[config.mk]
export PLATFORM = sky130hd
export DESIGN_NAME = kernel_control
export DESIGN_NICKNAME = d
export VERILOG_FILES = /design/src/common/kernel_pkg.sv /design/src/hw/decode/descriptor_stage.sv /design/src/hw/execute/request_fifo.sv /design/src/hw/execute/request_arbiter.sv /design/src/hw/result/response_router.sv /design/src/hw/result/done_monitor.sv /design/src/hw/kernel_control.sv
export VERILOG_INCLUDE_DIRS = /design/src /design/src/common
export SDC_FILE = /design/constraint.sdc
export NUM_CORES = 1
export LEC_CHECK = 0
export ABC_AREA = 1
export BUFFER_PORTS_ARGS = -buffer_cell sky130_fd_sc_hd__buf_2
export CORE_ASPECT_RATIO = 1.2
export CORE_MARGIN = 10
export CORE_UTILIZATION = 40
export CTS_BUF_LIST = sky130_fd_sc_hd__clkbuf_2
export DETAILED_ROUTE_END_ITERATION = 8
export PLACE_DENSITY = 0.59
export SLEW_MARGIN = 40
export SYNTH_ARGS = -nofsm -noshare
export SYNTH_HDL_FRONTEND = slang
export SYNTH_SLANG_ARGS = --single-unit
[constraint.sdc]
create_clock -name ap_clk -period 8.9 [get_ports ap_clk]
set_clock_uncertainty 0.1 [all_clocks]
set_input_delay 0.89 -clock ap_clk [delete_from_list [all_inputs] [get_ports ap_clk]]
set_output_delay 0.89 -clock ap_clk [all_outputs]
set_load 0.1 [all_outputs]
[src/common/kernel_defines.svh]
// Width, depth and timing constants for the kernel control block.
// Included by the package and by any RTL file that sizes logic from them.

`ifndef KERNEL_DEFINES_SVH
`define KERNEL_DEFINES_SVH

// ------------------------------
// Datapath widths
// ------------------------------
`define KERNEL_ADDR_WIDTH 32
`define KERNEL_DATA_WIDTH 32

// Setup and bundles engines, round-robin assumes exactly two
`define KERNEL_NUM_REQUESTORS 2

// ------------------------------
// Request FIFO sizing
// ------------------------------
`define KERNEL_REQ_FIFO_DEPTH 8
// Occupancy where grants stop
`define KERNEL_REQ_FIFO_PROG_FULL 6

// Consecutive cycles a done condition must hold
`define KERNEL_DONE_HOLD_CYCLES 16

`endif

[src/common/kernel_pkg.sv]
// Shared types for the kernel control block: memory command, requestor
// index, kernel descriptor and the request/response packets.
// Imported by wildcard in the header of each RTL module.

`include "kernel_defines.svh"

package kernel_pkg;

  // ------------------------------
  // Command and requestor index
  // ------------------------------
  typedef enum logic {
    cmd_read  = 1'b0,
    cmd_write = 1'b1
  } mem_cmd_t;

  typedef logic [$clog2(`KERNEL_NUM_REQUESTORS)-1:0] requestor_id_t;

  // Requestor slots on the arbiter
  localparam requestor_id_t req_id_setup   = 1'b0;
  localparam requestor_id_t req_id_bundles = 1'b1;

  // Counter width for the done hold, saturates at the hold length
  localparam int done_count_width = $clog2(`KERNEL_DONE_HOLD_CYCLES + 1);

  // ------------------------------
  // Packets
  // ------------------------------
  typedef struct packed {
    logic [`KERNEL_ADDR_WIDTH-1:0] graph_base;
    logic [`KERNEL_DATA_WIDTH-1:0] vertex_count;
    logic [`KERNEL_DATA_WIDTH-1:0] edge_count;
  } kernel_descriptor_t;

  typedef struct packed {
    mem_cmd_t                      cmd;
    requestor_id_t                 id;
    logic [`KERNEL_ADDR_WIDTH-1:0] address;
    logic [`KERNEL_DATA_WIDTH-1:0] data;
  } mem_request_t;

  typedef struct packed {
    requestor_id_t                 id;
    mem_cmd_t                      cmd;
    logic [`KERNEL_DATA_WIDTH-1:0] data;
  } mem_response_t;

endpackage : kernel_pkg

[src/hw/decode/descriptor_stage.sv]
// Two-stage register pipeline for the kernel descriptor. One shared input
// stage, then a private output copy per requestor engine.

`timescale 1ns/10ps

module descriptor_stage
  import kernel_pkg::*;
(
  input  logic               ap_clk,
  input  logic               areset_control,
  input  logic               descriptor_valid,
  input  kernel_descriptor_t descriptor,
  output logic               setup_descriptor_valid,
  output kernel_descriptor_t setup_descriptor,
  output logic               bundles_descriptor_valid,
  output kernel_descriptor_t bundles_descriptor
);

  // Input stage
  logic               desc_valid_q;
  kernel_descriptor_t desc_q;

  // Valid path, cleared by reset
  always_ff @(posedge ap_clk) begin
    if (areset_control) begin
      desc_valid_q             <= 1'b0;
      setup_descriptor_valid   <= 1'b0;
      bundles_descriptor_valid <= 1'b0;
    end else begin
      desc_valid_q             <= descriptor_valid;
      setup_descriptor_valid   <= desc_valid_q;
      bundles_descriptor_valid <= desc_valid_q;
    end
  end

  // Payload path
  // Separate copies so each engine gets its own local fan-out
  always_ff @(posedge ap_clk) begin
    desc_q             <= descriptor;
    setup_descriptor   <= desc_q;
    bundles_descriptor <= desc_q;
  end

endmodule : descriptor_stage

[src/hw/execute/request_fifo.sv]
// Show-ahead request FIFO between the arbiter and the memory port.
// The head entry is on rd_data whenever empty is low; rd_en pops it.

`timescale 1ns/10ps

`include "kernel_defines.svh"

module request_fifo
  import kernel_pkg::*;
(
  input  logic         ap_clk,
  input  logic         areset_control,
  input  logic         wr_en,
  input  mem_request_t wr_data,
  input  logic         rd_en,
  output mem_request_t rd_data,
  output logic         empty,
  output logic         prog_full
);

  localparam int depth   = `KERNEL_REQ_FIFO_DEPTH;
  localparam int ptr_w   = $clog2(depth);
  localparam int count_w = $clog2(depth + 1);

  typedef logic [ptr_w-1:0]   ptr_t;
  typedef logic [count_w-1:0] count_t;

  mem_request_t mem [depth];
  ptr_t         wr_ptr;
  ptr_t         rd_ptr;
  count_t       count;
  logic         full;

  // Storage, no reset on payload
  always_ff @(posedge ap_clk) begin
    if (wr_en) begin
      mem[wr_ptr] <= wr_data;
    end
  end

  // ------------------------------
  // Pointers and occupancy
  // ------------------------------
  always_ff @(posedge ap_clk) begin
    if (areset_control) begin
      wr_ptr <= '0;
      rd_ptr <= '0;
      count  <= '0;
    end else begin
      if (wr_en) begin
        wr_ptr <= (wr_ptr == ptr_t'(depth - 1)) ? '0 : wr_ptr + 1'b1;
      end
      if (rd_en) begin
        rd_ptr <= (rd_ptr == ptr_t'(depth - 1)) ? '0 : rd_ptr + 1'b1;
      end
      // Push and pop together leave the count alone
      if (wr_en && !rd_en) begin
        count <= count + 1'b1;
      end else if (rd_en && !wr_en) begin
        count <= count - 1'b1;
      end
    end
  end

  // Head visible without a read
  assign rd_data   = mem[rd_ptr];
  assign empty     = (count == '0);
  assign full      = (count == count_t'(depth));
  assign prog_full = (count >= count_t'(`KERNEL_REQ_FIFO_PROG_FULL));

  fifo_no_overflow_a : assert property (@(posedge ap_clk) disable iff (areset_control)
    wr_en |-> !full)
    else $error("request FIFO written while full");

  fifo_no_underflow_a : assert property (@(posedge ap_clk) disable iff (areset_control)
    rd_en |-> !empty)
    else $error("request FIFO read while empty");

endmodule : request_fifo

[src/hw/execute/request_arbiter.sv]
// Round-robin arbiter between the setup and bundles requestors. Grants go
// out in the cycle a request is seen, the granted packet is tagged with its
// requestor id and queued; the queue head is issued whenever memory is ready.

`timescale 1ns/10ps

module request_arbiter
  import kernel_pkg::*;
(
  input  logic         ap_clk,
  input  logic         areset_control,
  input  logic         setup_req_valid,
  input  mem_request_t setup_req,
  input  logic         bundles_req_valid,
  input  mem_request_t bundles_req,
  input  logic         mem_ready,
  output logic         setup_grant,
  output logic         bundles_grant,
  output logic         mem_req_valid,
  output mem_request_t mem_req,
  output logic         fifo_empty
);

  requestor_id_t last_grant;
  logic          prefer_bundles;
  logic          fifo_wr_en;
  logic          fifo_rd_en;
  logic          fifo_prog_full;
  mem_request_t  fifo_wr_data;
  mem_request_t  fifo_rd_data;

  // ------------------------------
  // Grant
  // ------------------------------
  // On a tie, favour whoever was not served last
  assign prefer_bundles = (last_grant == req_id_setup);

  always_comb begin
    setup_grant   = 1'b0;
    bundles_grant = 1'b0;
    // Queue near full, hold everyone off
    if (!fifo_prog_full) begin
      if (setup_req_valid && bundles_req_valid) begin
        setup_grant   = !prefer_bundles;
        bundles_grant = prefer_bundles;
      end else begin
        setup_grant   = setup_req_valid;
        bundles_grant = bundles_req_valid;
      end
    end
  end

  // Winner's packet, id overwritten with the granted slot
  always_comb begin
    fifo_wr_data    = bundles_grant ? bundles_req : setup_req;
    fifo_wr_data.id = bundles_grant ? req_id_bundles : req_id_setup;
  end

  assign fifo_wr_en = setup_grant | bundles_grant;

  // Starts on bundles so setup wins the first tie
  always_ff @(posedge ap_clk) begin
    if (areset_control) begin
      last_grant <= req_id_bundles;
    end else if (fifo_wr_en) begin
      last_grant <= bundles_grant ? req_id_bundles : req_id_setup;
    end
  end

  // ------------------------------
  // Queue and memory issue
  // ------------------------------
  request_fifo request_fifo_i (
    .ap_clk        (ap_clk),
    .areset_control(areset_control),
    .wr_en         (fifo_wr_en),
    .wr_data       (fifo_wr_data),
    .rd_en         (fifo_rd_en),
    .rd_data       (fifo_rd_data),
    .empty         (fifo_empty),
    .prog_full     (fifo_prog_full)
  );

  // Head leaves on every ready cycle, grant order is kept
  assign mem_req_valid = mem_ready & ~fifo_empty;
  assign mem_req       = fifo_rd_data;
  assign fifo_rd_en    = mem_req_valid;

  // Grants are one-hot per cycle
  grant_onehot_a : assert property (@(posedge ap_clk) disable iff (areset_control)
    !(setup_grant && bundles_grant))
    else $error("setup and bundles granted together");

  // Back-pressure from the queue level stops all grants
  grant_backpressure_a : assert property (@(posedge ap_clk) disable iff (areset_control)
    fifo_prog_full |-> !(setup_grant || bundles_grant))
    else $error("grant issued while request FIFO prog_full");

endmodule : request_arbiter

[src/hw/result/response_router.sv]
// Routes each memory response to the requestor named by its id, one cycle
// after it arrives. Responses are always accepted.

`timescale 1ns/10ps

module response_router
  import kernel_pkg::*;
(
  input  logic          ap_clk,
  input  logic          areset_control,
  input  logic          mem_resp_valid,
  input  mem_response_t mem_resp,
  output logic          setup_resp_valid,
  output mem_response_t setup_resp,
  output logic          bundles_resp_valid,
  output mem_response_t bundles_resp
);

  mem_response_t resp_q;

  // Payload register, shared by both outputs
  always_ff @(posedge ap_clk) begin
    resp_q <= mem_resp;
  end

  // Id decode, exactly one valid per response
  always_ff @(posedge ap_clk) begin
    if (areset_control) begin
      setup_resp_valid   <= 1'b0;
      bundles_resp_valid <= 1'b0;
    end else begin
      setup_resp_valid   <= mem_resp_valid && (mem_resp.id == req_id_setup);
      bundles_resp_valid <= mem_resp_valid && (mem_resp.id == req_id_bundles);
    end
  end

  assign setup_resp   = resp_q;
  assign bundles_resp = resp_q;

endmodule : response_router

[src/hw/result/done_monitor.sv]
// Done and flush qualification. Each requestor done level, gated with an
// empty request FIFO, must hold for KERNEL_DONE_HOLD_CYCLES consecutive
// cycles before its output rises; any break clears it on the next edge.

`timescale 1ns/10ps

`include "kernel_defines.svh"

module done_monitor
  import kernel_pkg::*;
(
  input  logic ap_clk,
  input  logic areset_control,
  input  logic setup_done,
  input  logic bundles_done,
  input  logic fifo_empty,
  output logic done_out,
  output logic flush_out
);

  localparam int hold_cycles = `KERNEL_DONE_HOLD_CYCLES;

  typedef logic [done_count_width-1:0] count_t;

  // Slot 0 drives done, slot 1 drives flush
  logic   hold_cond [2];
  count_t hold_count [2];
  logic   hold_reached [2];

  assign hold_cond[0] = setup_done & fifo_empty;
  assign hold_cond[1] = bundles_done & fifo_empty;

  // ------------------------------
  // Saturating hold counters
  // ------------------------------
  for (genvar i = 0; i < 2; i++) begin : g_hold
    always_ff @(posedge ap_clk) begin
      if (areset_control) begin
        hold_count[i]   <= '0;
        hold_reached[i] <= 1'b0;
      end else if (!hold_cond[i]) begin
        // Condition broke, start over
        hold_count[i]   <= '0;
        hold_reached[i] <= 1'b0;
      end else begin
        if (hold_count[i] != count_t'(hold_cycles)) begin
          hold_count[i] <= hold_count[i] + 1'b1;
        end
        hold_reached[i] <= (hold_count[i] == count_t'(hold_cycles));
      end
    end
  end

  assign done_out  = hold_reached[0];
  assign flush_out = hold_reached[1];

  // Done must not be reported while requests are still queued
  done_fifo_empty_a : assert property (@(posedge ap_clk) disable iff (areset_control)
    done_out |-> fifo_empty)
    else $error("done_out high with request FIFO not empty");

endmodule : done_monitor

[src/hw/kernel_control.sv]
// Kernel control block of the graph compute unit. Stages the descriptor to
// the setup and bundles engines, arbitrates their memory requests into one
// port, routes responses back and reports done/flush.

`timescale 1ns/10ps

module kernel_control
  import kernel_pkg::*;
(
  input  logic               ap_clk,
  input  logic               areset_control,
  input  logic               descriptor_valid,
  input  kernel_descriptor_t descriptor,
  input  logic               setup_req_valid,
  input  mem_request_t       setup_req,
  input  logic               bundles_req_valid,
  input  mem_request_t       bundles_req,
  input  logic               mem_ready,
  input  logic               mem_resp_valid,
  input  mem_response_t      mem_resp,
  input  logic               setup_done,
  input  logic               bundles_done,
  output logic               setup_descriptor_valid,
  output kernel_descriptor_t setup_descriptor,
  output logic               bundles_descriptor_valid,
  output kernel_descriptor_t bundles_descriptor,
  output logic               setup_grant,
  output logic               bundles_grant,
  output logic               mem_req_valid,
  output mem_request_t       mem_req,
  output logic               setup_resp_valid,
  output mem_response_t      setup_resp,
  output logic               bundles_resp_valid,
  output mem_response_t      bundles_resp,
  output logic               done_out,
  output logic               flush_out
);

  // Local reset copy, everything inside runs one cycle behind
  logic areset_kernel;
  // Request FIFO drained, feeds the done hold
  logic fifo_empty;

  always_ff @(posedge ap_clk) begin
    areset_kernel <= areset_control;
  end

  // ------------------------------
  // Decode
  // ------------------------------
  descriptor_stage descriptor_stage_i (
    .ap_clk                  (ap_clk),
    .areset_control          (areset_kernel),
    .descriptor_valid        (descriptor_valid),
    .descriptor              (descriptor),
    .setup_descriptor_valid  (setup_descriptor_valid),
    .setup_descriptor        (setup_descriptor),
    .bundles_descriptor_valid(bundles_descriptor_valid),
    .bundles_descriptor      (bundles_descriptor)
  );

  // ------------------------------
  // Execute
  // ------------------------------
  request_arbiter request_arbiter_i (
    .ap_clk           (ap_clk),
    .areset_control   (areset_kernel),
    .setup_req_valid  (setup_req_valid),
    .setup_req        (setup_req),
    .bundles_req_valid(bundles_req_valid),
    .bundles_req      (bundles_req),
    .mem_ready        (mem_ready),
    .setup_grant      (setup_grant),
    .bundles_grant    (bundles_grant),
    .mem_req_valid    (mem_req_valid),
    .mem_req          (mem_req),
    .fifo_empty       (fifo_empty)
  );

  // ------------------------------
  // Result
  // ------------------------------
  response_router response_router_i (
    .ap_clk            (ap_clk),
    .areset_control    (areset_kernel),
    .mem_resp_valid    (mem_resp_valid),
    .mem_resp          (mem_resp),
    .setup_resp_valid  (setup_resp_valid),
    .setup_resp        (setup_resp),
    .bundles_resp_valid(bundles_resp_valid),
    .bundles_resp      (bundles_resp)
  );

  done_monitor done_monitor_i (
    .ap_clk        (ap_clk),
    .areset_control(areset_kernel),
    .setup_done    (setup_done),
    .bundles_done  (bundles_done),
    .fifo_empty    (fifo_empty),
    .done_out      (done_out),
    .flush_out     (flush_out)
  );

endmodule : kernel_control

==> results.md <==
* Result of the run: finished, final reports clean
* Clock Root Buffer: sky130_fd_sc_hd__clkbuf_2
* Layout cells sized above 1 at 0.283
* Area after DPL at 31,000 um2
* Final Cell Area at 36,700 um2
* TritonCTS clock tree: built
* Number of cells produced by synthesis at 2,233
* CTS Buffer Depth at 3
* Pin count of the biggest net entering global routing at 170
* Synth Area in Compound Gates at 0.0797
* Filler cell count in the final layout at 5,836
* Worst setup path endpoint: mem_req[1]
* Launching point of the worst reg2reg path: request_arbiter_i.request_fifo_i.count[1]
* Yosys warnings at 0
* Share of the clock period used by the worst path after layout at 0.622
* Placed wire-length estimate after detailed placement at 52,300 um
* Ports at 606
* Mapped cell area at 28,100 um2
* Data arrival time at the worst-slack endpoint at 4.55 ns
* Worst slack, placed at 4.80 ns
* Max cap viols at 0
* Synthesis-to-layout area growth at 30.8%
* Sort of element at the start of the critical path: flip-flop
* Pwr/cell area at 320 nW/um2
* Global route hottest layer: met2
* Placer congestion estimate at 0.889
* Total core area at 69,600 um2
* Port buffer count at 603
* Endpoint type of the worst setup path: primary output
* Worst-case reg-to-reg path depth at 7
* Clock latency on the worst-skew pair at 1.36 ns
* Number of CTS-inserted buffers at 184
* Slew @ Worst Pin at 0.919 ns
* Post-DR wirelength/cell at 21.1 um
* Fraction of the yosys area taken by sequential cells at 0.753
* Full die area at 81,200 um2
* Number of rows in the core area at 106
* Yosys reg bits at 785
* Adder-cell share of the synthesized area at 0.00562
* Final number of hold-violating endpoints at 0
* Total negative slack at 0 ns
* Maximum resistive drop on vdd at 0.000350 V
* Pre-antenna DRT Iters at 7
* Multiplexer share of the synthesized area at 0
* Xor and xnor fraction of the mapped netlist area at 0.00187
* First-pass GRT wire length at 131,000 um
* Worst setup slack after layout at 3.36 ns
* Area share of the largest cell type after synthesis at 0.578
* Max-slew violation count at 0
* R2r setup slk at 5.29 ns
* Number of antenna-violating nets in the routed design at 0
* Iteration-0 DRC count of the detailed router at 1,452
* NetSw at 5.47 mW
* Setup repair after global routing missed its margin: no
* Number of antenna violations at the first check in global routing at 6
* Part of the power in the clock network at 0.195
* Sw Share at 0.465
* Total Routed Length at 89,700 um
* Number of distinct standard cells referenced by the synthesized netlist at 28
* GR met2 Demand/Resource at 0.375
* Internal power consumption at 6.30 mW
* Effective utilization at floorplan at 0.403
* Critical Setup Path Class: flip-flop to primary output
* CTS H-tree depth at 4
* # resized after CTS at 0
* Hold path depth at 0
* Via-to-Cell Ratio at 4.91
* Number of endpoints failing setup at the final stage at 0
* Simple logic cell fraction of the synthesized area at 0.100
* GR Util met1 at 0.238
* Vias post-DR at 20,900
* Clock period minus worst slack at 5.54 ns
* Cell accounting for the most synthesized area: sky130_fd_sc_hd__edfxtp_1
* Endpoint of the worst register-to-register path: request_arbiter_i.request_fifo_i.mem[6][47]
* Relative slew slack at 0.388
* Met3 global-route usage at 0.0632
* Clock slew at the register clock pins of the worst setup and hold paths at 0.11 ns
* Post-route DRC at 0
* Clk sink count at 785
* Ranking of synthesized cells by area: sky130_fd_sc_hd__edfxtp_1 58%, sky130_fd_sc_hd__dfxtp_1 17%, sky130_fd_sc_hd__nand2_1 5.6%, sky130_fd_sc_hd__nor2_1 4.1%, sky130_fd_sc_hd__buf_4 4.0%
* Leak pwr at 15.1 nW
* Maximum net fanout on the critical path at 169
* Share of total power in sequential cells at 0.397
* Part of the total power dissipated in combinational logic at 0.408
* Net count, final at 3,489
* Overflow after GRT at 0
* Largest family of logic cells by synthesized area: simple AND/OR/NAND/NOR gates
* Required @ worst endpoint at 7.91 ns
* Fmax at 0.181 GHz
* Worst hold path class: flip-flop to flip-flop
* Die Y-Extent at 310 um
* Overall Global Routing Usage at 0.216
* Number of global-route vias before repair at 22,100
* Mean cell area of the mapped netlist at 12.6 um2
* Die Span X at 262 um
==> final cells by class <==
cell class / instances / area (um2) / share of cell area
sequential: 785 / 21100 / 0.576
timing repair buffer: 1032 / 7320 / 0.199
multi-input combinational: 1174 / 5340 / 0.145
clock buffer: 273 / 1370 / 0.0372
tap: 918 / 1150 / 0.0313
clock inverter: 45 / 272 / 0.00740
inverter: 29 / 129 / 0.00351
antenna: 3 / 7.51 / 0.000204
==> timing repair <==
| action | CTS | global route |
|---|---|---|
| hold endpoints to repair | 690 | 0 |
| hold buffers | 401 | 0 |
| setup endpoints to repair | 0 | 0 |
| setup buffers | 0 | 0 |
==> logic make-up after synthesis <==
group                    count (synthesis)
flip-flops                             785
AND/OR/NAND/NOR                        741
AO/OA/AOI/OAI                          413
buffers and inverters                  275
adder cells (fa/ha/maj)                 12
XOR/XNOR                                 6
other                                    1
==> state kept, by name (all words and copies together) (netlist names), 2 cells and up, named ones only <==
| register | flops |
|---|---|
| descriptor_stage_i.desc_q | 96 |
| descriptor_stage_i.setup_descriptor | 96 |
| done_monitor_i.hold_count | 10 |
| done_monitor_i.hold_reached | 2 |
| request_arbiter_i.request_fifo_i.count | 4 |
| request_arbiter_i.request_fifo_i.mem | 528 |
| request_arbiter_i.request_fifo_i.rd_ptr | 3 |
| request_arbiter_i.request_fifo_i.wr_ptr | 3 |
| response_router_i.bundles_resp | 34 |
==> layer usage <==
layer | up-vias | part of all wire
met3 | 174 | 0.079
met2 | 870 | 0.51
met5 | - | 0.00026
met1 | 10200 | 0.37
met4 | 4 | 0.037
li1 | 9717 | -
==> power by group through the flow <==
stage | Clock, mW | Combinational [mW] | Sequential, mW
floorplan | 0 | 3.41 | 4.92
global placement | 0 | 4.53 | 4.75
detailed placement | 0 | 4.60 | 4.77
CTS | 2.35 | 4.81 | 4.69
global route | 2.55 | 5.09 | 4.71
finish | 2.30 | 4.80 | 4.67
==> synth_stat cells, drive strengths merged <==
cell type	count
nand3	10
nor3	1
nand3b	1
o22ai	132
xnor2	2
a21oi	8
dfxtp	245
edfxtp	540
clkbuf	39
nand2	422
conb	1
or2	3
ha	11
nor2	304
inv	29
buf	207
fa	1
o21ai	273
xor2	4
==> cell usage in the layout (no fill, tap or decap), types with 2 or more instances in the layout <==
master                          count
sky130_fd_sc_hd__buf_2            603
sky130_fd_sc_hd__edfxtp_1         540
sky130_fd_sc_hd__nand2_1          421
sky130_fd_sc_hd__dlygate4sd3_1    401
sky130_fd_sc_hd__nor2_1           296
sky130_fd_sc_hd__clkbuf_2         273
sky130_fd_sc_hd__dfxtp_1          242
sky130_fd_sc_hd__o21ai_0          138
sky130_fd_sc_hd__o21ai_1          135
sky130_fd_sc_hd__o22ai_1          132
sky130_fd_sc_hd__clkinv_1          28
sky130_fd_sc_hd__inv_1             20
sky130_fd_sc_hd__buf_4             17
sky130_fd_sc_hd__inv_2             11
sky130_fd_sc_hd__ha_1              11
sky130_fd_sc_hd__nand3_1           10
sky130_fd_sc_hd__nor2_4             8
sky130_fd_sc_hd__a21oi_1            7
sky130_fd_sc_hd__clkinv_2           6
sky130_fd_sc_hd__buf_6              5
sky130_fd_sc_hd__xor2_1             4
sky130_fd_sc_hd__buf_8              4
sky130_fd_sc_hd__diode_2            3
sky130_fd_sc_hd__dfxtp_4            3
sky130_fd_sc_hd__clkinv_4           3
sky130_fd_sc_hd__bufinv_16          3
sky130_fd_sc_hd__xnor2_1            2
sky130_fd_sc_hd__conb_1             2
==> worst max-delay path: stages (launching register included) <==
cell and delay [ns]:
sky130_fd_sc_hd__dfxtp_4 0.45, sky130_fd_sc_hd__buf_12 0.22, sky130_fd_sc_hd__inv_12 0.47, sky130_fd_sc_hd__buf_6 0.67, sky130_fd_sc_hd__o21ai_0 0.19, sky130_fd_sc_hd__o22ai_1 0.17, sky130_fd_sc_hd__nand2_1 0.07, sky130_fd_sc_hd__nand2_1 0.16
sky130_fd_sc_hd__buf_2 0.46
==> how the worst min path moves through the flow <==
stage	to	from	slack [ns]
finish	descriptor_stage_i.setup_descriptor[0]	descriptor_stage_i.desc_q[0]	0.22
global route	response_router_i.setup_resp_valid	mem_resp_valid	0.10
CTS	response_router_i.setup_resp_valid	mem_resp_valid	0.0003
detailed placement	descriptor_stage_i.setup_descriptor[48]	descriptor_stage_i.desc_q[48]	0.21
global placement	descriptor_stage_i.setup_descriptor[69]	descriptor_stage_i.desc_q[69]	0.21
floorplan	descriptor_stage_i.setup_descriptor[0]	descriptor_stage_i.desc_q[0]	0.21
==> stage by stage <==
stage	total power [mW]	hold WS (ns)	instances	util
floorplan	8.33	0.210	2234	-
global placement	9.28	0.210	3531	0.444
detailed placement	9.38	0.212	3536	0.446
CTS	11.8	0.000267	4255	0.527
global route	12.3	0.103	4258	0.527
finish	11.8	0.222	4259	0.527
Note: power is estimated with default switching activity, not from simulation.
